[src/hw/pix_pkg.sv]
package pix_pkg;

	// stream and statistics widths.
	localparam int pix_w  = 16;
	localparam int luma_w = 8;
	localparam int stat_w = 24;

	// wishbone word addresses.
	localparam logic [1:0] reg_ctrl   = 2'd0;
	localparam logic [1:0] reg_thresh = 2'd1;
	localparam logic [1:0] reg_hits   = 2'd2;
	localparam logic [1:0] reg_frames = 2'd3;

	typedef struct packed {
		logic [4:0] r;
		logic [5:0] g;
		logic [4:0] b;
	} rgb565_t;

	typedef struct packed {
		logic [7:0] y;	// luma sits in the high byte.
		logic [7:0] c;
	} yc_t;

	// the same 16-bit word seen in either pixel format.
	typedef union packed {
		rgb565_t rgb;
		yc_t     yc;
	} pixel_word_t;

endpackage

[src/hw/axis_relay.sv]
module axis_relay #(
	parameter int c_pixel_width = 8,
	parameter int c_passthrough = 0
) (
	input  logic                     clk,
	input  logic                     resetn,

	input  logic                     s_axis_tvalid,
	input  logic [c_pixel_width-1:0] s_axis_tdata,
	input  logic                     s_axis_tuser,
	input  logic                     s_axis_tlast,
	output logic                     s_axis_tready,

	output logic                     m_axis_tvalid,
	output logic [c_pixel_width-1:0] m_axis_tdata,
	output logic                     m_axis_tuser,
	output logic                     m_axis_tlast,
	input  logic                     m_axis_tready
);

	if (c_passthrough != 0) begin : g_wire
		assign m_axis_tvalid = s_axis_tvalid;
		assign m_axis_tdata  = s_axis_tdata;
		assign m_axis_tuser  = s_axis_tuser;
		assign m_axis_tlast  = s_axis_tlast;
		assign s_axis_tready = m_axis_tready;
	end else begin : g_skid
		logic [1:0]                    vld_q;	// entry 0 drives the output.
		logic [1:0][c_pixel_width-1:0] data_q;
		logic [1:0]                    user_q;
		logic [1:0]                    last_q;
		logic                          ready_q;
		logic                          take;
		logic                          drain;
		logic                          park;

		assign take  = s_axis_tvalid && ready_q;
		assign drain = !vld_q[0] || m_axis_tready;	// entry 0 may be refilled.
		assign park  = take && (vld_q[1] || !drain);

		assign m_axis_tvalid = vld_q[0];
		assign m_axis_tdata  = data_q[0];
		assign m_axis_tuser  = user_q[0];
		assign m_axis_tlast  = last_q[0];
		assign s_axis_tready = ready_q;

		always_ff @(posedge clk) begin
			if (!resetn) begin
				vld_q <= 2'b00;
			end else begin
				if (park)
					vld_q[1] <= 1'b1;
				else if (take || drain)
					vld_q[1] <= 1'b0;
				if (drain)
					vld_q[0] <= vld_q[1] || take;
			end
		end

		always_ff @(posedge clk) begin
			if (park) begin
				data_q[1] <= s_axis_tdata;
				user_q[1] <= s_axis_tuser;
				last_q[1] <= s_axis_tlast;
			end
			if (drain) begin
				if (vld_q[1]) begin
					data_q[0] <= data_q[1];
					user_q[0] <= user_q[1];
					last_q[0] <= last_q[1];
				end else begin
					data_q[0] <= s_axis_tdata;
					user_q[0] <= s_axis_tuser;
					last_q[0] <= s_axis_tlast;
				end
			end
		end

		// ready is registered, so it looks one beat ahead of the stall.
		always_ff @(posedge clk) begin
			if (!resetn) begin
				ready_q <= 1'b0;
			end else begin
				case (vld_q)
					2'b00, 2'b10: ready_q <= 1'b1;
					2'b01:        ready_q <= !ready_q || m_axis_tready;
					default:      ready_q <= !ready_q && m_axis_tready;
				endcase
			end
		end
	end

endmodule

[src/hw/pixel_decode.sv]
module pixel_decode (
	input  logic                      clk,
	input  logic                      resetn,
	input  logic                      fmt_yc,

	input  logic                      s_valid,
	input  logic [pix_pkg::pix_w-1:0] s_data,
	input  logic                      s_user,
	input  logic                      s_last,
	output logic                      s_ready,

	output logic                      m_valid,
	output logic [pix_pkg::luma_w-1:0] m_luma,
	output logic                      m_user,
	output logic                      m_last,
	input  logic                      m_ready
);

	pix_pkg::pixel_word_t word;
	logic [7:0]           r8;
	logic [7:0]           g8;
	logic [7:0]           b8;
	logic [10:0]          weighted;
	logic [pix_pkg::luma_w-1:0] luma;

	assign word = s_data;

	// widen each field by repeating its top bits into the low bits.
	assign r8 = {word.rgb.r, word.rgb.r[4:2]};
	assign g8 = {word.rgb.g, word.rgb.g[5:4]};
	assign b8 = {word.rgb.b, word.rgb.b[4:2]};

	assign weighted = 11'(2 * r8) + 11'(5 * g8) + 11'(b8);	// at most 2040.
	assign luma     = fmt_yc ? word.yc.y : weighted[10:3];

	assign s_ready = !m_valid || m_ready;

	always_ff @(posedge clk) begin
		if (!resetn)
			m_valid <= 1'b0;
		else if (s_ready)
			m_valid <= s_valid;
	end

	always_ff @(posedge clk) begin
		if (s_valid && s_ready) begin
			m_luma <= luma;
			m_user <= s_user;
			m_last <= s_last;
		end
	end

endmodule

[src/hw/luma_threshold.sv]
module luma_threshold (
	input  logic                       clk,
	input  logic                       resetn,
	input  logic [pix_pkg::luma_w-1:0] thresh,
	input  logic                       binarize,

	input  logic                       s_valid,
	input  logic [pix_pkg::luma_w-1:0] s_luma,
	input  logic                       s_user,
	input  logic                       s_last,
	output logic                       s_ready,

	output logic                       m_valid,
	output logic [pix_pkg::luma_w-1:0] m_luma,
	output logic                       m_user,
	output logic                       m_last,
	output logic                       m_hit,
	input  logic                       m_ready
);

	logic hit;

	assign hit     = s_luma >= thresh;
	assign s_ready = !m_valid || m_ready;

	always_ff @(posedge clk) begin
		if (!resetn)
			m_valid <= 1'b0;
		else if (s_ready)
			m_valid <= s_valid;
	end

	always_ff @(posedge clk) begin
		if (s_valid && s_ready) begin
			m_hit  <= hit;
			m_user <= s_user;
			m_last <= s_last;
			if (binarize)
				m_luma <= hit ? '1 : '0;	// full white or black.
			else
				m_luma <= s_luma;
		end
	end

endmodule

[src/hw/frame_stats.sv]
module frame_stats (
	input  logic                       clk,
	input  logic                       resetn,

	// handshake into the output relay.
	input  logic                       valid,
	input  logic                       ready,
	input  logic                       user,
	input  logic                       hit,

	output logic [pix_pkg::stat_w-1:0] last_hits,
	output logic [pix_pkg::stat_w-1:0] frame_count
);

	logic [pix_pkg::stat_w-1:0] run_hits;
	logic                       fire;

	assign fire = valid && ready;

	// **********************************************************************
	// a tuser beat closes the running frame and opens the next one.
	// **********************************************************************
	always_ff @(posedge clk) begin
		if (!resetn) begin
			run_hits    <= '0;
			last_hits   <= '0;
			frame_count <= '0;
		end else if (fire) begin
			if (user) begin
				last_hits   <= run_hits;
				frame_count <= frame_count + 1'b1;
				run_hits    <= pix_pkg::stat_w'(hit);	// the new frame starts here.
			end else begin
				run_hits <= run_hits + pix_pkg::stat_w'(hit);
			end
		end
	end

endmodule

[src/hw/wb_regs.sv]
module wb_regs (
	input  logic                       clk,
	input  logic                       resetn,

	input  logic                       wb_cyc,
	input  logic                       wb_stb,
	input  logic                       wb_we,
	input  logic [1:0]                 wb_adr,
	input  logic [31:0]                wb_dat_w,
	output logic [31:0]                wb_dat_r,
	output logic                       wb_ack,

	input  logic [pix_pkg::stat_w-1:0] last_hits,
	input  logic [pix_pkg::stat_w-1:0] frame_count,

	output logic                       fmt_yc,
	output logic                       binarize,
	output logic [pix_pkg::luma_w-1:0] thresh
);

	logic access;

	// a new request is one not yet acked.
	assign access = wb_cyc && wb_stb && !wb_ack;

	always_ff @(posedge clk) begin
		if (!resetn) begin
			wb_ack   <= 1'b0;
			fmt_yc   <= 1'b0;
			binarize <= 1'b0;
			thresh   <= 8'd128;
		end else begin
			wb_ack <= access;
			if (access && wb_we) begin
				case (wb_adr)
					pix_pkg::reg_ctrl: begin
						fmt_yc   <= wb_dat_w[0];
						binarize <= wb_dat_w[1];
					end
					pix_pkg::reg_thresh: thresh <= wb_dat_w[pix_pkg::luma_w-1:0];
					default: ;	// statistics are read only.
				endcase
			end
		end
	end

	// read data is latched with the ack so it is steady while ack is high.
	always_ff @(posedge clk) begin
		if (access) begin
			case (wb_adr)
				pix_pkg::reg_ctrl:   wb_dat_r <= {30'd0, binarize, fmt_yc};
				pix_pkg::reg_thresh: wb_dat_r <= 32'(thresh);
				pix_pkg::reg_hits:   wb_dat_r <= 32'(last_hits);
				default:             wb_dat_r <= 32'(frame_count);
			endcase
		end
	end

endmodule

[src/hw/luma_stream_top.sv]
module luma_stream_top #(
	parameter int c_passthrough = 0
) (
	input  logic                       clk,
	input  logic                       resetn,

	input  logic                       s_axis_tvalid,
	input  logic [pix_pkg::pix_w-1:0]  s_axis_tdata,
	input  logic                       s_axis_tuser,
	input  logic                       s_axis_tlast,
	output logic                       s_axis_tready,

	output logic                       m_axis_tvalid,
	output logic [pix_pkg::luma_w-1:0] m_axis_tdata,
	output logic                       m_axis_tuser,
	output logic                       m_axis_tlast,
	input  logic                       m_axis_tready,

	input  logic                       wb_cyc,
	input  logic                       wb_stb,
	input  logic                       wb_we,
	input  logic [1:0]                 wb_adr,
	input  logic [31:0]                wb_dat_w,
	output logic [31:0]                wb_dat_r,
	output logic                       wb_ack
);

	logic                       in_valid, in_user, in_last, in_ready;
	logic [pix_pkg::pix_w-1:0]  in_data;
	logic                       dec_valid, dec_user, dec_last, dec_ready;
	logic [pix_pkg::luma_w-1:0] dec_luma;
	logic                       thr_valid, thr_user, thr_last, thr_hit, thr_ready;
	logic [pix_pkg::luma_w-1:0] thr_luma;
	logic                       fmt_yc, binarize;
	logic [pix_pkg::luma_w-1:0] thresh;
	logic [pix_pkg::stat_w-1:0] last_hits, frame_count;

	// **********************************************************************
	// pixel path.
	// **********************************************************************
	axis_relay #(.c_pixel_width(pix_pkg::pix_w), .c_passthrough(c_passthrough)) relay_in (
		.clk, .resetn,
		.s_axis_tvalid, .s_axis_tdata, .s_axis_tuser, .s_axis_tlast, .s_axis_tready,
		.m_axis_tvalid(in_valid), .m_axis_tdata(in_data), .m_axis_tuser(in_user),
		.m_axis_tlast(in_last), .m_axis_tready(in_ready)
	);

	pixel_decode decode0 (
		.clk, .resetn, .fmt_yc,
		.s_valid(in_valid), .s_data(in_data), .s_user(in_user), .s_last(in_last),
		.s_ready(in_ready),
		.m_valid(dec_valid), .m_luma(dec_luma), .m_user(dec_user), .m_last(dec_last),
		.m_ready(dec_ready)
	);

	luma_threshold thresh0 (
		.clk, .resetn, .thresh, .binarize,
		.s_valid(dec_valid), .s_luma(dec_luma), .s_user(dec_user), .s_last(dec_last),
		.s_ready(dec_ready),
		.m_valid(thr_valid), .m_luma(thr_luma), .m_user(thr_user), .m_last(thr_last),
		.m_hit(thr_hit), .m_ready(thr_ready)
	);

	axis_relay #(.c_pixel_width(pix_pkg::luma_w), .c_passthrough(c_passthrough)) relay_out (
		.clk, .resetn,
		.s_axis_tvalid(thr_valid), .s_axis_tdata(thr_luma), .s_axis_tuser(thr_user),
		.s_axis_tlast(thr_last), .s_axis_tready(thr_ready),
		.m_axis_tvalid, .m_axis_tdata, .m_axis_tuser, .m_axis_tlast, .m_axis_tready
	);

	// **********************************************************************
	// statistics and register port.
	// **********************************************************************
	frame_stats stats0 (
		.clk, .resetn,
		.valid(thr_valid), .ready(thr_ready), .user(thr_user), .hit(thr_hit),
		.last_hits, .frame_count
	);

	wb_regs regs0 (
		.clk, .resetn,
		.wb_cyc, .wb_stb, .wb_we, .wb_adr, .wb_dat_w, .wb_dat_r, .wb_ack,
		.last_hits, .frame_count, .fmt_yc, .binarize, .thresh
	);

endmodule

[config.mk]
export PLATFORM = sky130hd
export DESIGN_NAME = luma_stream_top
export DESIGN_NICKNAME = d
export VERILOG_FILES = /design/src/hw/pix_pkg.sv /design/src/hw/axis_relay.sv /design/src/hw/pixel_decode.sv /design/src/hw/luma_threshold.sv /design/src/hw/frame_stats.sv /design/src/hw/wb_regs.sv /design/src/hw/luma_stream_top.sv
export SDC_FILE = /design/constraint.sdc
export NUM_CORES = 1
export LEC_CHECK = 0
export BUFFER_PORTS_ARGS = -buffer_cell sky130_fd_sc_hd__buf_2
export CAP_MARGIN = 20
export CORE_UTILIZATION = 51
export DETAILED_ROUTE_END_ITERATION = 8
export PLACE_DENSITY = 0.68
export SLEW_MARGIN = 30
export SYNTH_ARGS = -nofsm -noshare
export SYNTH_HDL_FRONTEND = slang
export SYNTH_SLANG_ARGS = --single-unit
[constraint.sdc]
create_clock -name clk -period 4.2 [get_ports clk]
set_input_delay 0.42 -clock clk [delete_from_list [all_inputs] [get_ports clk]]
set_output_delay 0.42 -clock clk [all_outputs]
set_load 0.03 [all_outputs]
==> results.tsv <==
metric	value	unit
top_reg_cell synth	edfxtp_1	
Vias/cell	5.09	
Worst Setup EP	decode0.m_luma[7]	
hold crit path type	primary input to flop	
CTS tree	yes	
WL/cell	14.6	um
GP Congestion	0.827	
Place WS	0.571	ns
CTS Hold Bufs	0	
largest net degree at the start of global routing	70	
max_slew headroom	0.427	
synthesis-to-layout area growth	12.1	%
power density over cell area	418	nW/um2
grt ovf	0	
Ports	104	
highest clock rate	275	MHz
final period utilization	0.867	
core box area	17200	um2
unrepaired setup endpoints after global routing	no	
Leakage	3.82	nW
CTS Sinks	192	
Final Core Density	0.582	
Final min period	3.64	ns
H-Tree Depth	4	
worst r2r src	relay_in.m_axis_tdata[10]	
clk_lat worst skew	0.42	ns
reg2reg end	decode0.m_luma[7]	
Worst Path Max Fanout	5	
total CTS buffers	17	
Starting Density	0.519	
Layout Nets	934	
Post-Synthesis Cell Area	8950	um2
via count	5454	
chip width	134	um
Resize count post-CTS	0	
Die ar.	18100	um2
global-route wire length before repair	25700	um
cell area after placement	9400	um2
PnR worst setup slack	0.558	ns
# placed instances	1039	
clock buffer depth	2	
most frequent cells in the layout	edfxtp_1, nand2_1, dfxtp_1, buf_2, inv_1	
synthesized area per cell	11.5	um2
Setup TNS	0	ns
DP HPWL	11400	um
Final Hold Slack	0.185	ns
multi-input logic area	3710	um2
layout cells sized above 1	0.186	
Synth Register Bits	192	
Total Wirelength	15600	um
Ant. Diodes	0	
outcome	completed	
fin area	10000	um2
kind of critical path	flop to flop	
critical path required time	4.35	ns
Final Hold Fails	0	
Fin Clk Skew	0.00687	ns
total power	4.20	mW
CTS root buffer	clkbuf_16	
Yosys cell types	49	
Critical Path Sink Type	flop	
fin cells	1071	
I/O Buffers	71	
FF-to-FF setup slack	0.56	ns
Syn. warnings	0	
setup bufs post-CTS	0	
drt drc	0	
row count	48	
DRT iter0 DRCs	320	
MaxCap Viol Count	0	
FILL cells	1433	
worst r2r path cells	11	
initial antenna violation count	0	
Worst-Margin Slew	0.859	ns
number of enable flip-flop cells after synthesis	101	
CTS clk-pin slew, worst paths	0.07	ns
Worst EP arrival	3.79	ns
vias in the first global route	5195	
register area	4850	um2
Final Max Slew Viols	0	
maximum vdd drop	327	uV
CP Launch Type	flop	
most common cell after layout, fill and taps aside	edfxtp_1	
asr flop ratio synth	0	
Seq/Total Area, Yosys	0.543	
Cells after Synth	778	
Final setup viols	0	
DRT Pass-1 Iters	4	
Total GRT Usage	0.182	
Post-DRT Antenna Nets	0	
crit path from	relay_in.m_axis_tdata[10]	
Die Y	134	um
-- power by group --
| part | total (mW) | switching, mW | leakage (nW) | internal (mW) |
|---|---|---|---|---|
| logic | 0.455 | 0.269 | 1.81 | 0.186 |
| registers | 2.06 | 0.0250 | 1.71 | 2.03 |
| clock network | 1.69 | 0.672 | 0.303 | 1.02 |
| total | 4.20 | 0.966 | 3.82 | 3.23 |
-- cells in the mapped netlist (2+ instances only) --
| library cell | count | area, um2 |
|---|---|---|
| edfxtp_1 | 101 | 3030 |
| buf_4 | 17 | 128 |
| nor2_1 | 44 | 165 |
| mux2i_1 | 26 | 260 |
| a21boi_0 | 29 | 218 |
| nor4_1 | 3 | 18.8 |
| ha_1 | 29 | 363 |
| and4_1 | 7 | 61.3 |
| mux2_2 | 35 | 394 |
| buf_2 | 7 | 35.0 |
| clkbuf_1 | 18 | 67.6 |
| o21a_1 | 3 | 22.5 |
| and2_1 | 26 | 163 |
| xor2_1 | 14 | 123 |
| nor4_2 | 5 | 62.6 |
| or3_1 | 4 | 25.0 |
| nand2_1 | 91 | 342 |
| o211ai_1 | 2 | 15.0 |
| a21oi_1 | 17 | 85.1 |
| nand3_1 | 16 | 80.1 |
| o21ai_0 | 14 | 70.1 |
| nor4_4 | 2 | 42.5 |
| nand4_1 | 9 | 56.3 |
| dfxtp_1 | 91 | 1820 |
| inv_1 | 46 | 173 |
| o211a_1 | 2 | 20.0 |
| maj3_1 | 3 | 30.0 |
| fa_1 | 13 | 260 |
| and3_1 | 6 | 37.5 |
| a22o_1 | 6 | 52.6 |
| nor2b_1 | 32 | 200 |
| xnor2_1 | 34 | 298 |
| mux4_2 | 2 | 45.0 |
| nor3_1 | 6 | 30.0 |
| buf_1 | 4 | 15.0 |
-- cell type report --
| type | instances | area share |
|---|---|---|
| inverters | 46 | 0.0172 |
| clock inverters | 13 | 0.0183 |
| flip-flops and latches | 192 | 0.484 |
| multi-input cells | 501 | 0.370 |
| repair buffers | 75 | 0.0384 |
| clock buffers | 19 | 0.0442 |
| well taps | 225 | 0.0281 |
-- worst max-delay path, cell delays in order, from the launching register on --
cell and delay, ns:
edfxtp_1 0.50, ha_1 0.33, inv_1 0.05, fa_1 0.47, fa_1 0.52, inv_1 0.07
fa_1 0.46, a21oi_1 0.26, o211ai_1 0.14, a221oi_1 0.35, xor2_1 0.16, o21ai_0 0.08
-- sequential cells by signal, indices dropped and copies added, names as in the netlist, 8 cells and up --
signal,cells
decode0.m_luma,8
regs0.thresh,8
regs0.wb_dat_r,24
relay_in.g_skid.data_q,16
relay_in.m_axis_tdata,16
relay_out.g_skid.data_q,8
relay_out.m_axis_tdata,8
stats0.frame_count,24
stats0.last_hits,24
stats0.run_hits,24
thresh0.m_luma,8
-- cells by family after synthesis --
kind of cell	count (synthesis)	synth area share
flops	192	0.543
fa+ha+maj	45	0.0730
xor+xnor	48	0.0470
simple gates	258	0.153
compound gates	79	0.0591
other cells	1	0.000419
buf+inv	92	0.0467
mux	63	0.0782
-- worst min-delay path by stage --
stage | from | cells past startpoint | slack [ns] | endpoint
floorplan | relay_in.g_skid.last_q[0] | 0 | 0.40 | decode0.m_last
global placement | decode0.m_last | 0 | 0.40 | thresh0.m_last
detailed placement | decode0.m_last | 0 | 0.41 | thresh0.m_last
CTS | s_axis_tdata[15] | 1 | 0.17 | relay_in.g_skid.data_q[31]
global route | s_axis_tdata[5] | 1 | 0.16 | relay_in.g_skid.data_q[21]
finish | s_axis_tdata[15] | 1 | 0.19 | relay_in.g_skid.data_q[31]
-- layer usage --
| layer | GRT usage | share of wire |
|---|---|---|
| met5 | 0 | 0 |
| met4 | 0.0518 | 0.0087 |
| met2 | 0.280 | 0.45 |
| met3 | 0.0394 | 0.036 |
| met1 | 0.258 | 0.50 |
No activity file was read; power rests on OpenSTA's default activity.
